## src/logic/anticParams.svh

```systemverilog
// ############################
// Display list constants
// ############################

`ifndef ANTIC_PARAMS_SVH
`define ANTIC_PARAMS_SVH

// Number of bytes held between the fetcher and the interpreter
// The buffer index math needs a power of two here (2, 4 or 8)
`define DL_FIFO_DEPTH 4

// The pointer counts inside a 1 KB block and the bits above stay fixed
`define DL_WRAP_BITS 10

// Background line code for the colour chip
`define AN_BG_COLOR 3'b000

// Mode field of an instruction byte
`define OP_MODE_LSB 0
`define OP_MODE_MSB 3

// Mode values kept in this design
`define OP_MODE_BLANK 4'h0
`define OP_MODE_JUMP 4'h1

// Set on a jump means wait for vertical blank after the jump
`define OP_JVB_BIT 6

// Blank line count field, the instruction gives this value plus one lines
`define OP_COUNT_LSB 4
`define OP_COUNT_MSB 6

`endif

```

## src/logic/anticPkg.sv

```systemverilog
// ############################
// Display list types
// ############################

package anticPkg;

  // Address on the display list RAM port
  typedef logic [15:0] dlAddrT;

  // One display list byte as read from RAM and held in the FIFO
  typedef logic [7:0] dlByteT;

  // Line code sent to the colour chip
  typedef logic [2:0] anCodeT;

  // The fetcher either has no read in flight or waits for one reply
  typedef enum logic {
    fetchIdle,
    fetchWait
  } fetchStateT;

  // Jump instructions walk through the low byte, the high byte and the
  // execute cycle before they return to decode
  typedef enum logic [2:0] {
    interpDecode,
    interpBlank,
    interpJumpLow,
    interpJumpHigh,
    interpJumpExec,
    interpWaitVblank
  } interpStateT;

endpackage

```

## src/logic/dlFetcher.sv

```systemverilog
// ############################
// Display list fetcher
// ############################

`timescale 1ns/1ps
`include "anticParams.svh"

module dlFetcher (
  input  logic                                    Fphi0,
  input  logic                                    RST,
  input  logic                                    dlistLoad,
  input  anticPkg::dlAddrT                        dlistStart,
  input  logic                                    dlistJump,
  input  anticPkg::dlAddrT                        jumpAddr,
  output anticPkg::dlAddrT                        memAddr,
  output logic                                    memRead,
  input  anticPkg::dlByteT                        memData,
  input  logic                                    memValid,
  input  logic [$clog2(`DL_FIFO_DEPTH + 1) - 1:0] fifoCount,
  output logic                                    push,
  output anticPkg::dlByteT                        pushData,
  output logic                                    flush
);
  import anticPkg::*;

  localparam int countWidth = $clog2(`DL_FIFO_DEPTH + 1);

  fetchStateT state;
  dlAddrT     dlPtr;
  dlAddrT     reloadAddr;
  logic       reload;
  logic       stale;
  logic       slotFree;

  // A CPU load and a jump both restart the list walk
  // The CPU load takes priority if both arrive together
  assign reload     = dlistLoad | dlistJump;
  assign reloadAddr = dlistLoad ? dlistStart : jumpAddr;

  // Only checked with no read in flight, so the FIFO count alone tells
  // whether the next reply will fit
  assign slotFree = (fifoCount < countWidth'(`DL_FIFO_DEPTH));

  // The RAM sees the pointer as it stands while memRead is high
  assign memAddr = dlPtr;

  // Bytes fetched before a restart belong to the old list and go away
  assign flush = reload;

  // A reply is forwarded in its own cycle unless it was asked for before a
  // restart, or a restart lands on the same cycle
  assign push     = memValid && (state == fetchWait) && !stale && !reload;
  assign pushData = memData;

  always_ff @(posedge Fphi0) begin
    if (RST) begin
      state   <= fetchIdle;
      memRead <= 1'b0;
      stale   <= 1'b0;
      dlPtr   <= '0;
    end else begin
      memRead <= 1'b0;

      // Pointer steps once per read and wraps inside its 1 KB block
      if (reload) begin
        dlPtr <= reloadAddr;
      end else if (memRead) begin
        dlPtr <= {dlPtr[15:`DL_WRAP_BITS], dlPtr[`DL_WRAP_BITS - 1:0] + 1'b1};
      end

      case (state)
        fetchIdle: begin
          // Hold off for one cycle on a restart so the flush settles first
          if (!reload && slotFree) begin
            memRead <= 1'b1;
            state   <= fetchWait;
          end
        end

        fetchWait: begin
          if (memValid) begin
            state <= fetchIdle;
            stale <= 1'b0;
          end else if (reload) begin
            // Reply still on its way, drop it when it shows up
            stale <= 1'b1;
          end
        end

        default: begin
          state <= fetchIdle;
        end
      endcase
    end
  end

endmodule

```

## src/logic/dlBuffer.sv

```systemverilog
// ############################
// Display list byte FIFO
// ############################

`timescale 1ns/1ps
`include "anticParams.svh"

module dlBuffer (
  input  logic                                    Fphi0,
  input  logic                                    RST,
  input  logic                                    push,
  input  anticPkg::dlByteT                        pushData,
  input  logic                                    pop,
  output anticPkg::dlByteT                        popData,
  input  logic                                    flush,
  output logic                                    empty,
  output logic [$clog2(`DL_FIFO_DEPTH + 1) - 1:0] count
);
  import anticPkg::*;

  localparam int depth      = `DL_FIFO_DEPTH;
  localparam int idxWidth   = $clog2(depth);
  localparam int countWidth = $clog2(depth + 1);

  dlByteT              mem [depth];
  logic [idxWidth-1:0] rdIdx;
  logic [idxWidth-1:0] wrIdx;
  logic                doPush;
  logic                doPop;

  assign empty = (count == '0);

  // Flush beats both push and pop in the same cycle
  assign doPop  = pop && !empty && !flush;
  assign doPush = push && !flush && ((count < countWidth'(depth)) || doPop);

  // Head entry falls through so the interpreter can look before it pops
  assign popData = mem[rdIdx];

  always_ff @(posedge Fphi0) begin
    if (RST || flush) begin
      rdIdx <= '0;
      wrIdx <= '0;
      count <= '0;
    end else begin
      // Indices wrap on their own since the depth is a power of two
      if (doPush) begin
        wrIdx <= wrIdx + 1'b1;
      end
      if (doPop) begin
        rdIdx <= rdIdx + 1'b1;
      end

      case ({doPush, doPop})
        2'b10:   count <= count + 1'b1;
        2'b01:   count <= count - 1'b1;
        default: count <= count;
      endcase
    end
  end

  // Storage only, the indices decide what is valid
  always_ff @(posedge Fphi0) begin
    if (doPush) begin
      mem[wrIdx] <= pushData;
    end
  end

endmodule

```

## src/logic/dlInterpreter.sv

```systemverilog
// ############################
// Display list interpreter
// ############################

`timescale 1ns/1ps
`include "anticParams.svh"

module dlInterpreter (
  input  logic             Fphi0,
  input  logic             RST,
  input  logic             vblank,
  input  logic             empty,
  input  anticPkg::dlByteT popData,
  output logic             pop,
  output anticPkg::anCodeT AN,
  output logic             anValid,
  output logic             dlistJump,
  output anticPkg::dlAddrT jumpAddr,
  output logic             dlistEnd
);
  import anticPkg::*;

  localparam int lineCntWidth = `OP_COUNT_MSB - `OP_COUNT_LSB + 1;

  interpStateT             state;
  logic [lineCntWidth-1:0] lineCnt;
  logic [lineCntWidth-1:0] opCount;
  logic [3:0]              opMode;
  logic                    popEnable;
  logic                    blankStart;
  logic                    jumpStart;
  logic                    lineSend;
  logic                    jvbFlag;

  // Fields of the byte at the head of the FIFO
  assign opMode  = popData[`OP_MODE_MSB:`OP_MODE_LSB];
  assign opCount = popData[`OP_COUNT_MSB:`OP_COUNT_LSB];

  // Bytes are taken in decode and while gathering the jump address
  // In every other state the FIFO is left alone and backs up
  assign popEnable = (state inside {interpDecode, interpJumpLow, interpJumpHigh});
  assign pop       = popEnable && !empty;

  // A blank opcode sends its first line straight away
  assign blankStart = (state == interpDecode) && !empty && (opMode == `OP_MODE_BLANK);
  assign jumpStart  = (state == interpDecode) && !empty && (opMode == `OP_MODE_JUMP);
  assign lineSend   = blankStart || (state == interpBlank);

  always_ff @(posedge Fphi0) begin
    if (RST) begin
      state     <= interpDecode;
      lineCnt   <= '0;
      anValid   <= 1'b0;
      dlistJump <= 1'b0;
      dlistEnd  <= 1'b0;
    end else begin
      // Lines and jumps are single cycle events unless set again below
      anValid   <= lineSend;
      dlistJump <= 1'b0;

      case (state)
        interpDecode: begin
          if (blankStart) begin
            // Remaining lines after the first one
            lineCnt <= opCount;
            if (opCount != '0) begin
              state <= interpBlank;
            end
          end else if (jumpStart) begin
            state <= interpJumpLow;
          end
          // Character and map modes are consumed here and produce nothing
        end

        interpBlank: begin
          lineCnt <= lineCnt - 1'b1;
          if (lineCnt == lineCntWidth'(1)) begin
            state <= interpDecode;
          end
        end

        interpJumpLow: begin
          if (!empty) begin
            state <= interpJumpHigh;
          end
        end

        interpJumpHigh: begin
          if (!empty) begin
            // Address is complete, pulse the jump next cycle
            dlistJump <= 1'b1;
            dlistEnd  <= jvbFlag;
            state     <= interpJumpExec;
          end
        end

        interpJumpExec: begin
          // Fetcher reloads and the FIFO flushes during this cycle
          state <= jvbFlag ? interpWaitVblank : interpDecode;
        end

        interpWaitVblank: begin
          // End of frame, nothing is taken until the next vertical blank
          if (vblank) begin
            dlistEnd <= 1'b0;
            state    <= interpDecode;
          end
        end

        default: begin
          state <= interpDecode;
        end
      endcase
    end
  end

  // Jump operands and the line code only matter next to their strobes
  always_ff @(posedge Fphi0) begin
    if (jumpStart) begin
      jvbFlag <= popData[`OP_JVB_BIT];
    end
    if ((state == interpJumpLow) && !empty) begin
      jumpAddr[7:0] <= popData;
    end
    if ((state == interpJumpHigh) && !empty) begin
      jumpAddr[15:8] <= popData;
    end
    if (lineSend) begin
      AN <= `AN_BG_COLOR;
    end
  end

endmodule

```

## src/logic/anticDisplayList.sv

```systemverilog
// ############################
// Display list engine top
// ############################

`timescale 1ns/1ps
`include "anticParams.svh"

module anticDisplayList (
  input  logic             Fphi0,
  input  logic             RST,
  input  logic             dlistLoad,
  input  anticPkg::dlAddrT dlistStart,
  input  logic             vblank,
  output anticPkg::dlAddrT memAddr,
  output logic             memRead,
  input  anticPkg::dlByteT memData,
  input  logic             memValid,
  output anticPkg::anCodeT AN,
  output logic             anValid,
  output logic             dlistJump,
  output anticPkg::dlAddrT jumpAddr,
  output logic             dlistEnd
);
  import anticPkg::*;

  // Fetcher to buffer
  logic                                    push;
  dlByteT                                  pushData;
  logic                                    flush;
  logic [$clog2(`DL_FIFO_DEPTH + 1) - 1:0] fifoCount;

  // Buffer to interpreter
  logic   pop;
  dlByteT popData;
  logic   empty;

  dlFetcher fetcher (
    .Fphi0      (Fphi0),
    .RST        (RST),
    .dlistLoad  (dlistLoad),
    .dlistStart (dlistStart),
    .dlistJump  (dlistJump),
    .jumpAddr   (jumpAddr),
    .memAddr    (memAddr),
    .memRead    (memRead),
    .memData    (memData),
    .memValid   (memValid),
    .fifoCount  (fifoCount),
    .push       (push),
    .pushData   (pushData),
    .flush      (flush)
  );

  dlBuffer buffer (
    .Fphi0    (Fphi0),
    .RST      (RST),
    .push     (push),
    .pushData (pushData),
    .pop      (pop),
    .popData  (popData),
    .flush    (flush),
    .empty    (empty),
    .count    (fifoCount)
  );

  // Jump requests loop back to the fetcher and also leave the chip
  dlInterpreter interpreter (
    .Fphi0     (Fphi0),
    .RST       (RST),
    .vblank    (vblank),
    .empty     (empty),
    .popData   (popData),
    .pop       (pop),
    .AN        (AN),
    .anValid   (anValid),
    .dlistJump (dlistJump),
    .jumpAddr  (jumpAddr),
    .dlistEnd  (dlistEnd)
  );

endmodule

```

## config.mk

```make
export PLATFORM = sky130hd
export DESIGN_NAME = anticDisplayList
export DESIGN_NICKNAME = d
export VERILOG_FILES = /design/src/logic/anticPkg.sv /design/src/logic/dlFetcher.sv /design/src/logic/dlBuffer.sv /design/src/logic/dlInterpreter.sv /design/src/logic/anticDisplayList.sv
export VERILOG_INCLUDE_DIRS = /design/src /design/src/logic
export SDC_FILE = /design/constraint.sdc
export NUM_CORES = 1
export LEC_CHECK = 0
export BUFFER_PORTS_ARGS = -buffer_cell sky130_fd_sc_hd__buf_4
export CORE_MARGIN = 2
export CORE_UTILIZATION = 50
export DETAILED_ROUTE_END_ITERATION = 8
export PLACE_DENSITY = 0.7
export RECOVER_POWER = 100
export SLEW_MARGIN = 20
export SYNTH_ARGS = -nofsm -noshare
export SYNTH_HDL_FRONTEND = slang
export SYNTH_SLANG_ARGS = --single-unit
```

## constraint.sdc

```tcl
create_clock -name Fphi0 -period 4 [get_ports Fphi0]
set_input_delay 1 -clock Fphi0 [delete_from_list [all_inputs] [get_ports Fphi0]]
set_output_delay 1 -clock Fphi0 [all_outputs]
set_load 0.02 [all_outputs]
```

== Word level (Yosys, flattened, before mapping) ==
Memory sizes are Yosys's and may differ from the RTL's. A register that Yosys moved wholly into a read port is not among the register bits.
Index checks and enable logic that the tools add are counted.

* $add $sub $neg: 6
* Order comparisons: 1
* Equal/unequal tests: 16
* Multiplexer cells: 28
* Bitwise logic cells: 3
* Reduce and logical (&&, ||, !) cells: 36

{| class="wikitable"
|+ Operators by type and width
! kind !! number
|-
| 16-bit 2-to-1 mux || 2
|-
| 3-bit 2-to-1 mux || 9
|-
| 3-bit case mux with 6 select lines || 1
|-
| 1-bit logical AND || 14
|-
| 3-bit case mux with 2 select lines || 2
|-
| 10-bit by 1-bit adder with 10-bit output (second input constant) || 1
|-
| 10-bit 2-to-1 mux || 1
|-
| 2-bit nonzero test || 5
|-
| 1-bit 2-to-1 mux || 9
|-
| 2-bit != test (second input constant) || 4
|-
| 3-bit by 1-bit == test with 1-bit output (second input constant) || 2
|-
| 3-bit by 2-bit == test with 1-bit output (second input constant) || 2
|-
| 3-bit == test (second input constant) || 2
|-
| 3-bit zero test || 2
|-
| 6-bit AND reduction || 1
|-
| 3-bit nonzero test || 2
|-
| 3-bit by 1-bit subtractor with 3-bit output (second input constant) || 2
|-
| 2-bit by 1-bit adder with 2-bit output (second input constant) || 2
|-
| 4-bit by 1-bit == test with 1-bit output (second input constant) || 1
|-
| 4-bit zero test || 1
|-
| 2-bit 2-to-1 mux || 2
|-
| 1-bit case mux with 2 select lines || 2
|-
| 2-bit AND reduction || 2
|-
| 2-bit OR reduction || 2
|-
| 12 further kinds || 17
|}

* Register bits: 52
* Memory bits (writable): 32
* Logic and storage cells: 107
* Memories kept: 1

{| class="wikitable"
|+ Memories
! memory !! depth !! width !! read ports !! clocked after Yosys merged registers in !! wr ports !! line !! RTL
|-
| buffer.mem || 4 || 8 || 1 || 1 || 1 || dlBuffer.sv:25 || <nowiki>dlByteT mem [depth];</nowiki>
|}

== Depth between registers and ports, before layout ==
* Depth in word-level cells: 9
* Gate-level depth with buffers: 11
* Gate-level depth less buffers: 10

== By module ==
A second synthesis with hierarchy kept.

* Cells, all modules: 325
* Area, all modules: 3903.7 um2

{| class="wikitable"
|+ Modules (own cells, without submodules)
! module !! instances !! cells each !! area each (um2) !! seq. area each (um2)
|-
| dlBuffer || 1 || 96 || 1645.3 || 1141.1
|-
| dlInterpreter || 1 || 90 || 1134.8 || 690.7
|-
| dlFetcher || 1 || 139 || 1123.6 || 380.4
|}

== Worst setup path after synthesis ==
Ideal clock, no wire load.

* Path kind: input to register
* From: input dlistLoad
* To: register buffer.count[2]
* Library setup time: 0.071 ns
* Arrival time: 3.262 ns
* Data required time: 3.929 ns
* Slack: 0.667 ns
* Stages on the path: 11
* Path buffers: 1
* Cells stage by stage: clkbuf_1 > or2_2 > nor4_1 > o21a_1 > inv_1 > ha_1 > inv_1 > fa_1 > xor2_1 > or3_1 > a21oi_1

* Word-level cells in the longest chain between the ends: 7

{| class="wikitable"
|+ Ends and longest elaborated chain
! what !! line !! RTL
|-
| start: declaration || anticDisplayList.sv:11 || <nowiki>input logic dlistLoad,</nowiki>
|-
| 1-bit OR * || dlFetcher.sv:37 || <nowiki>assign reload = dlistLoad | dlistJump;</nowiki>
|-
| 1-bit zero test * || dlBuffer.sv:34 || <nowiki>assign doPop = pop && !empty && !flush;</nowiki>
|-
| 1-bit logical AND * || dlBuffer.sv:34 ||
|-
| via buffer.doPop || dlBuffer.sv:29 || <nowiki>logic doPop;</nowiki>
|-
| 1-bit logical OR || dlBuffer.sv:35 || <nowiki>assign doPush = push && !flush && ((count < countWidth'(depth)) || doPop);</nowiki>
|-
| 1-bit logical AND || dlBuffer.sv:35 ||
|-
| 2-bit by 1-bit == test with 1-bit output or 2-bit == test (tied branches) || dlBuffer.sv:54 || <nowiki>case ({doPush, doPop})</nowiki>
|-
| 3-bit case mux with 2 select lines or 2-bit nonzero test (tied branches) || n/a ||
|-
| end signal: assignment || dlBuffer.sv:55 || <nowiki>2'b10: count <= count + 1'b1;</nowiki>
|-
| end signal: assignment || dlBuffer.sv:56 || <nowiki>2'b01: count <= count - 1'b1;</nowiki>
|-
| end signal: assignment || dlBuffer.sv:57 || <nowiki>default: count <= count;</nowiki>
|-
| end: declaration || dlBuffer.sv:17 || <nowiki>output logic [$clog2(`DL_FIFO_DEPTH + 1) - 1:0] count</nowiki>
|}

The timed path passes the listed nets; every way through them passes the cells marked *.
A chain may end at the register's enable or synchronous reset.

== Worst setup path after layout ==
Same ends and word-level chain as after synthesis.

==> impl_results.md <==
* PwrDens at 438 mW/mm2
* Share of cells above drive strength 1 at 12.4%
* Post-route cell area at 0.00434 mm2
* Synth top area cells: edfxtp_1 39%, dfxtp_1 20%, mux4_2 4.8%
* CTS Root Cell: clkbuf_8
* VDD IR-drop max at 0.000264 V
* DRT Pass-1 Iters at 4
* Post-DP Area at 0.00428 mm2
* Minimum clock period at 3.11 ns
* Port Buffers at 64
* Synth cell types at 48
* Avg WL per Cell at 14.6 um
* Clk_skew at 0.0129 ns
* Clk pin slew, worst setup/hold paths at 0.09 ns
* Metal-1 WL at 3190 um
* CTS max path bufs at 2
* Later-pin clock latency in the skew report at 0.35 ns
* Syn Area/Cell at 11.7 um2
* Sequential area share after synthesis at 59.2%
* Met2 routed WL at 3350 um
* LEAKAGE at 0.00148 uW
* Num Clock Sinks at 86
* Die Y at 90.5 um
* Unrepaired setup endpoints after global routing: no
* First-pass GRT wire length at 11700 um
* Initial antenna violation count at 0
* WP buf/inv at 4
* Post-DP HPWL at 5200 um
* Setup bufs post-CTS at 0
* Area Growth Syn to Fin at 16.0%
* All-Layer GR Usage at 18.1%
* CTS tree: yes
* Vias per cell at 5.26
* Commonest cells post-synth: 49 x edfxtp_1, 37 x dfxtp_1, 37 x nor2_1
* Highest clock rate at 322 MHz
* Starting DRT DRC Count at 195
* Max Used Layer: met4
* Final period util at 77.7%
* Fin Hold WS at 0.481 ns
* H-Tree Depth at 3
* # IOs at 68
* CTS buffer count at 9
* Worst min-delay path class: flop to flop
* Rows at 31
* # resized after CTS at 0
* # hold bufs at CTS at 0
* Worst-Margin Slew at 1.09 ns
* Seq cells post-synth at 86
* CP endpoint kind: flop
* Ys Warns at 0
* Post-synth top flop: edfxtp_1
* Final antenna-violating net count at 0
* Die footprint at 0.00819 mm2
* Worst Path Class, Setup: input pin to flop
* Worst-path fanout max at 28
* Count leader, synth: edfxtp_1
* Largest net degree at the start of global routing at 29
* DRC Markers at 0
* Slew Limit Fails at 0
* Final wirelength at 7100 um
* Crit path required time at 4.29 ns
* Worst path cell trace: buf_4 -> or2_2 -> nor4_1 -> clkbuf_1 -> o21a_1 -> inv_1 -> ha_1 -> inv_1 -> fa_1 -> xor2_1 -> or3_1 -> a21oi_1
* Rel. slew slack at 26.7%
* Setup violators final at 0
* Post-synth ARST share at 0%
* Worst setup SP type: input pin
* # nets final at 421
* Number of synthesized flops with an enable pin at 49
* GP Congestion at 0.920
* WL met3 at 429 um
* Number of max-cap violations at 0
* Yosys top cell area share at 39.3%
* Core area at 0.00725 mm2
* Final hold vios at 0
* Max incr delay on CP at 0.35 ns
* Via count at 2562
* Critical-path top delay cell: or2_2
* Status: finished, final reports clean
* Delay-heaviest family, CP: simple AND/OR/NAND/NOR gates
* CP most frequent cell: inv_1
* Vias in the first global route at 2406
* Biggest area consumer among synthesized cells: edfxtp_1
* Post-Syn Area at 0.00374 mm2
* # diodes at 0
* Global route overflow at 0
* Setup TNS at 0 ns
* Initial cell density of the core at 51.6%
* Syn Inst Count at 321
* WP data arrival at 3.40 ns
* Die X at 90.5 um
==> layout by cell type, fill, tap and decap left out, types with 2 or more instances in the layout <==
cell type / count
o21a_1: 3
xor2_1: 4
a21oi_1: 18
inv_1: 15
nand3_1: 6
a31oi_1: 6
and2_0: 4
mux4_2: 8
o211ai_1: 3
ha_1: 8
xnor2_1: 6
nor2_1: 37
clkbuf_1: 44
nor3_1: 5
mux2i_1: 12
nor2b_1: 8
and3_1: 3
a211oi_1: 4
nand2_1: 27
o21ai_0: 8
nor4_1: 3
nand4_1: 2
edfxtp_1: 49
inv_6: 3
nand3b_1: 2
buf_4: 22
bufinv_16: 2
o31a_1: 2
nand2b_1: 5
clkbuf_8: 9
dfxtp_1: 37
clkinv_4: 2
conb_1: 3
==> worst min-delay path: stages (launching register included) <==
cell	delay, ns
dfxtp_1	0.32
nand2_1	0.05
a31oi_1	0.07
==> per-layer routing <==
metal	GRT usage [%]	vias to the layer above
li1	-	1273
met1	24.2	1194
met2	28.3	81
met3	4.42	14
met4	7.82	0
met5	0	-
==> report_power, final <==
group | switching, uW | internal, uW | total [uW] | leakage [uW]
Sequential | 34.8 | 963 | 998 | 0.000744
Combinational | 124 | 94.6 | 218 | 0.000626
Clock | 323 | 361 | 684 | 0.000115
==> flip-flops by register name (all words and copies together), names as in the netlist, named ones only <==
register               count
interpreter.anValid        1
buffer.mem                32
interpreter.dlistJump      1
buffer.count               3
interpreter.state          3
fetcher.memAddr           16
fetcher.stale              1
interpreter.jumpAddr      16
interpreter.lineCnt        3
interpreter.jvbFlag        1
fetcher.state              1
fetcher.memRead            1
buffer.wrIdx               2
buffer.rdIdx               2
interpreter.dlistEnd       1
==> path summary, 6_finish.rpt <==
kind / startpoint / to / slack, ns / cells after the start
max: dlistLoad / buffer.count[2]$_SDFFE_PP0P_ / 0.89 / 12
min: interpreter.lineCnt[1]$_SDFFE_PP0P_ / interpreter.lineCnt[1]$_SDFFE_PP0P_ / 0.48 / 2
max reg2reg: buffer.count[2]$_SDFFE_PP0P_ / buffer.count[2]$_SDFFE_PP0P_ / 1.03 / 11
min reg2reg: interpreter.lineCnt[1]$_SDFFE_PP0P_ / interpreter.lineCnt[1]$_SDFFE_PP0P_ / 0.48 / 2
==> cell type report <==
type / instances / area [um2]
inverters: 15 / 56.3
multi-input cells: 205 / 1390
repair buffers: 66 / 330
clock inverters: 7 / 104
clock buffers: 9 / 124
flip-flops and latches: 86 / 2210
well taps: 99 / 124
fillers: 633 / 2920
==> metrics by stage <==
stage	total power, uW	std cells	utilization, %	worst slack, ns
after global placement	1240	471	59.1	0.708
final	1900	487	59.8	0.890
after floorplan	1170	323	-	0.667
after CTS	1930	487	62.2	0.974
after global routing	1990	487	59.8	0.690
after detailed placement	1250	471	59.1	0.612
==> kinds of logic (layout without fill, tap and decap cells) <==
group / count (synthesis) / count (layout) / synth area share (%)
buf+inv: 32 / 97 / 3.71
xor+xnor: 10 / 10 / 2.34
mux: 20 / 20 / 8.03
fa+ha+maj: 9 / 9 / 3.21
other cells: 1 / 3 / 0.100
simple gates: 108 / 108 / 13.9
compound gates: 55 / 55 / 9.54
flops: 86 / 86 / 59.2
Note: power is estimated with default switching activity, not from simulation.
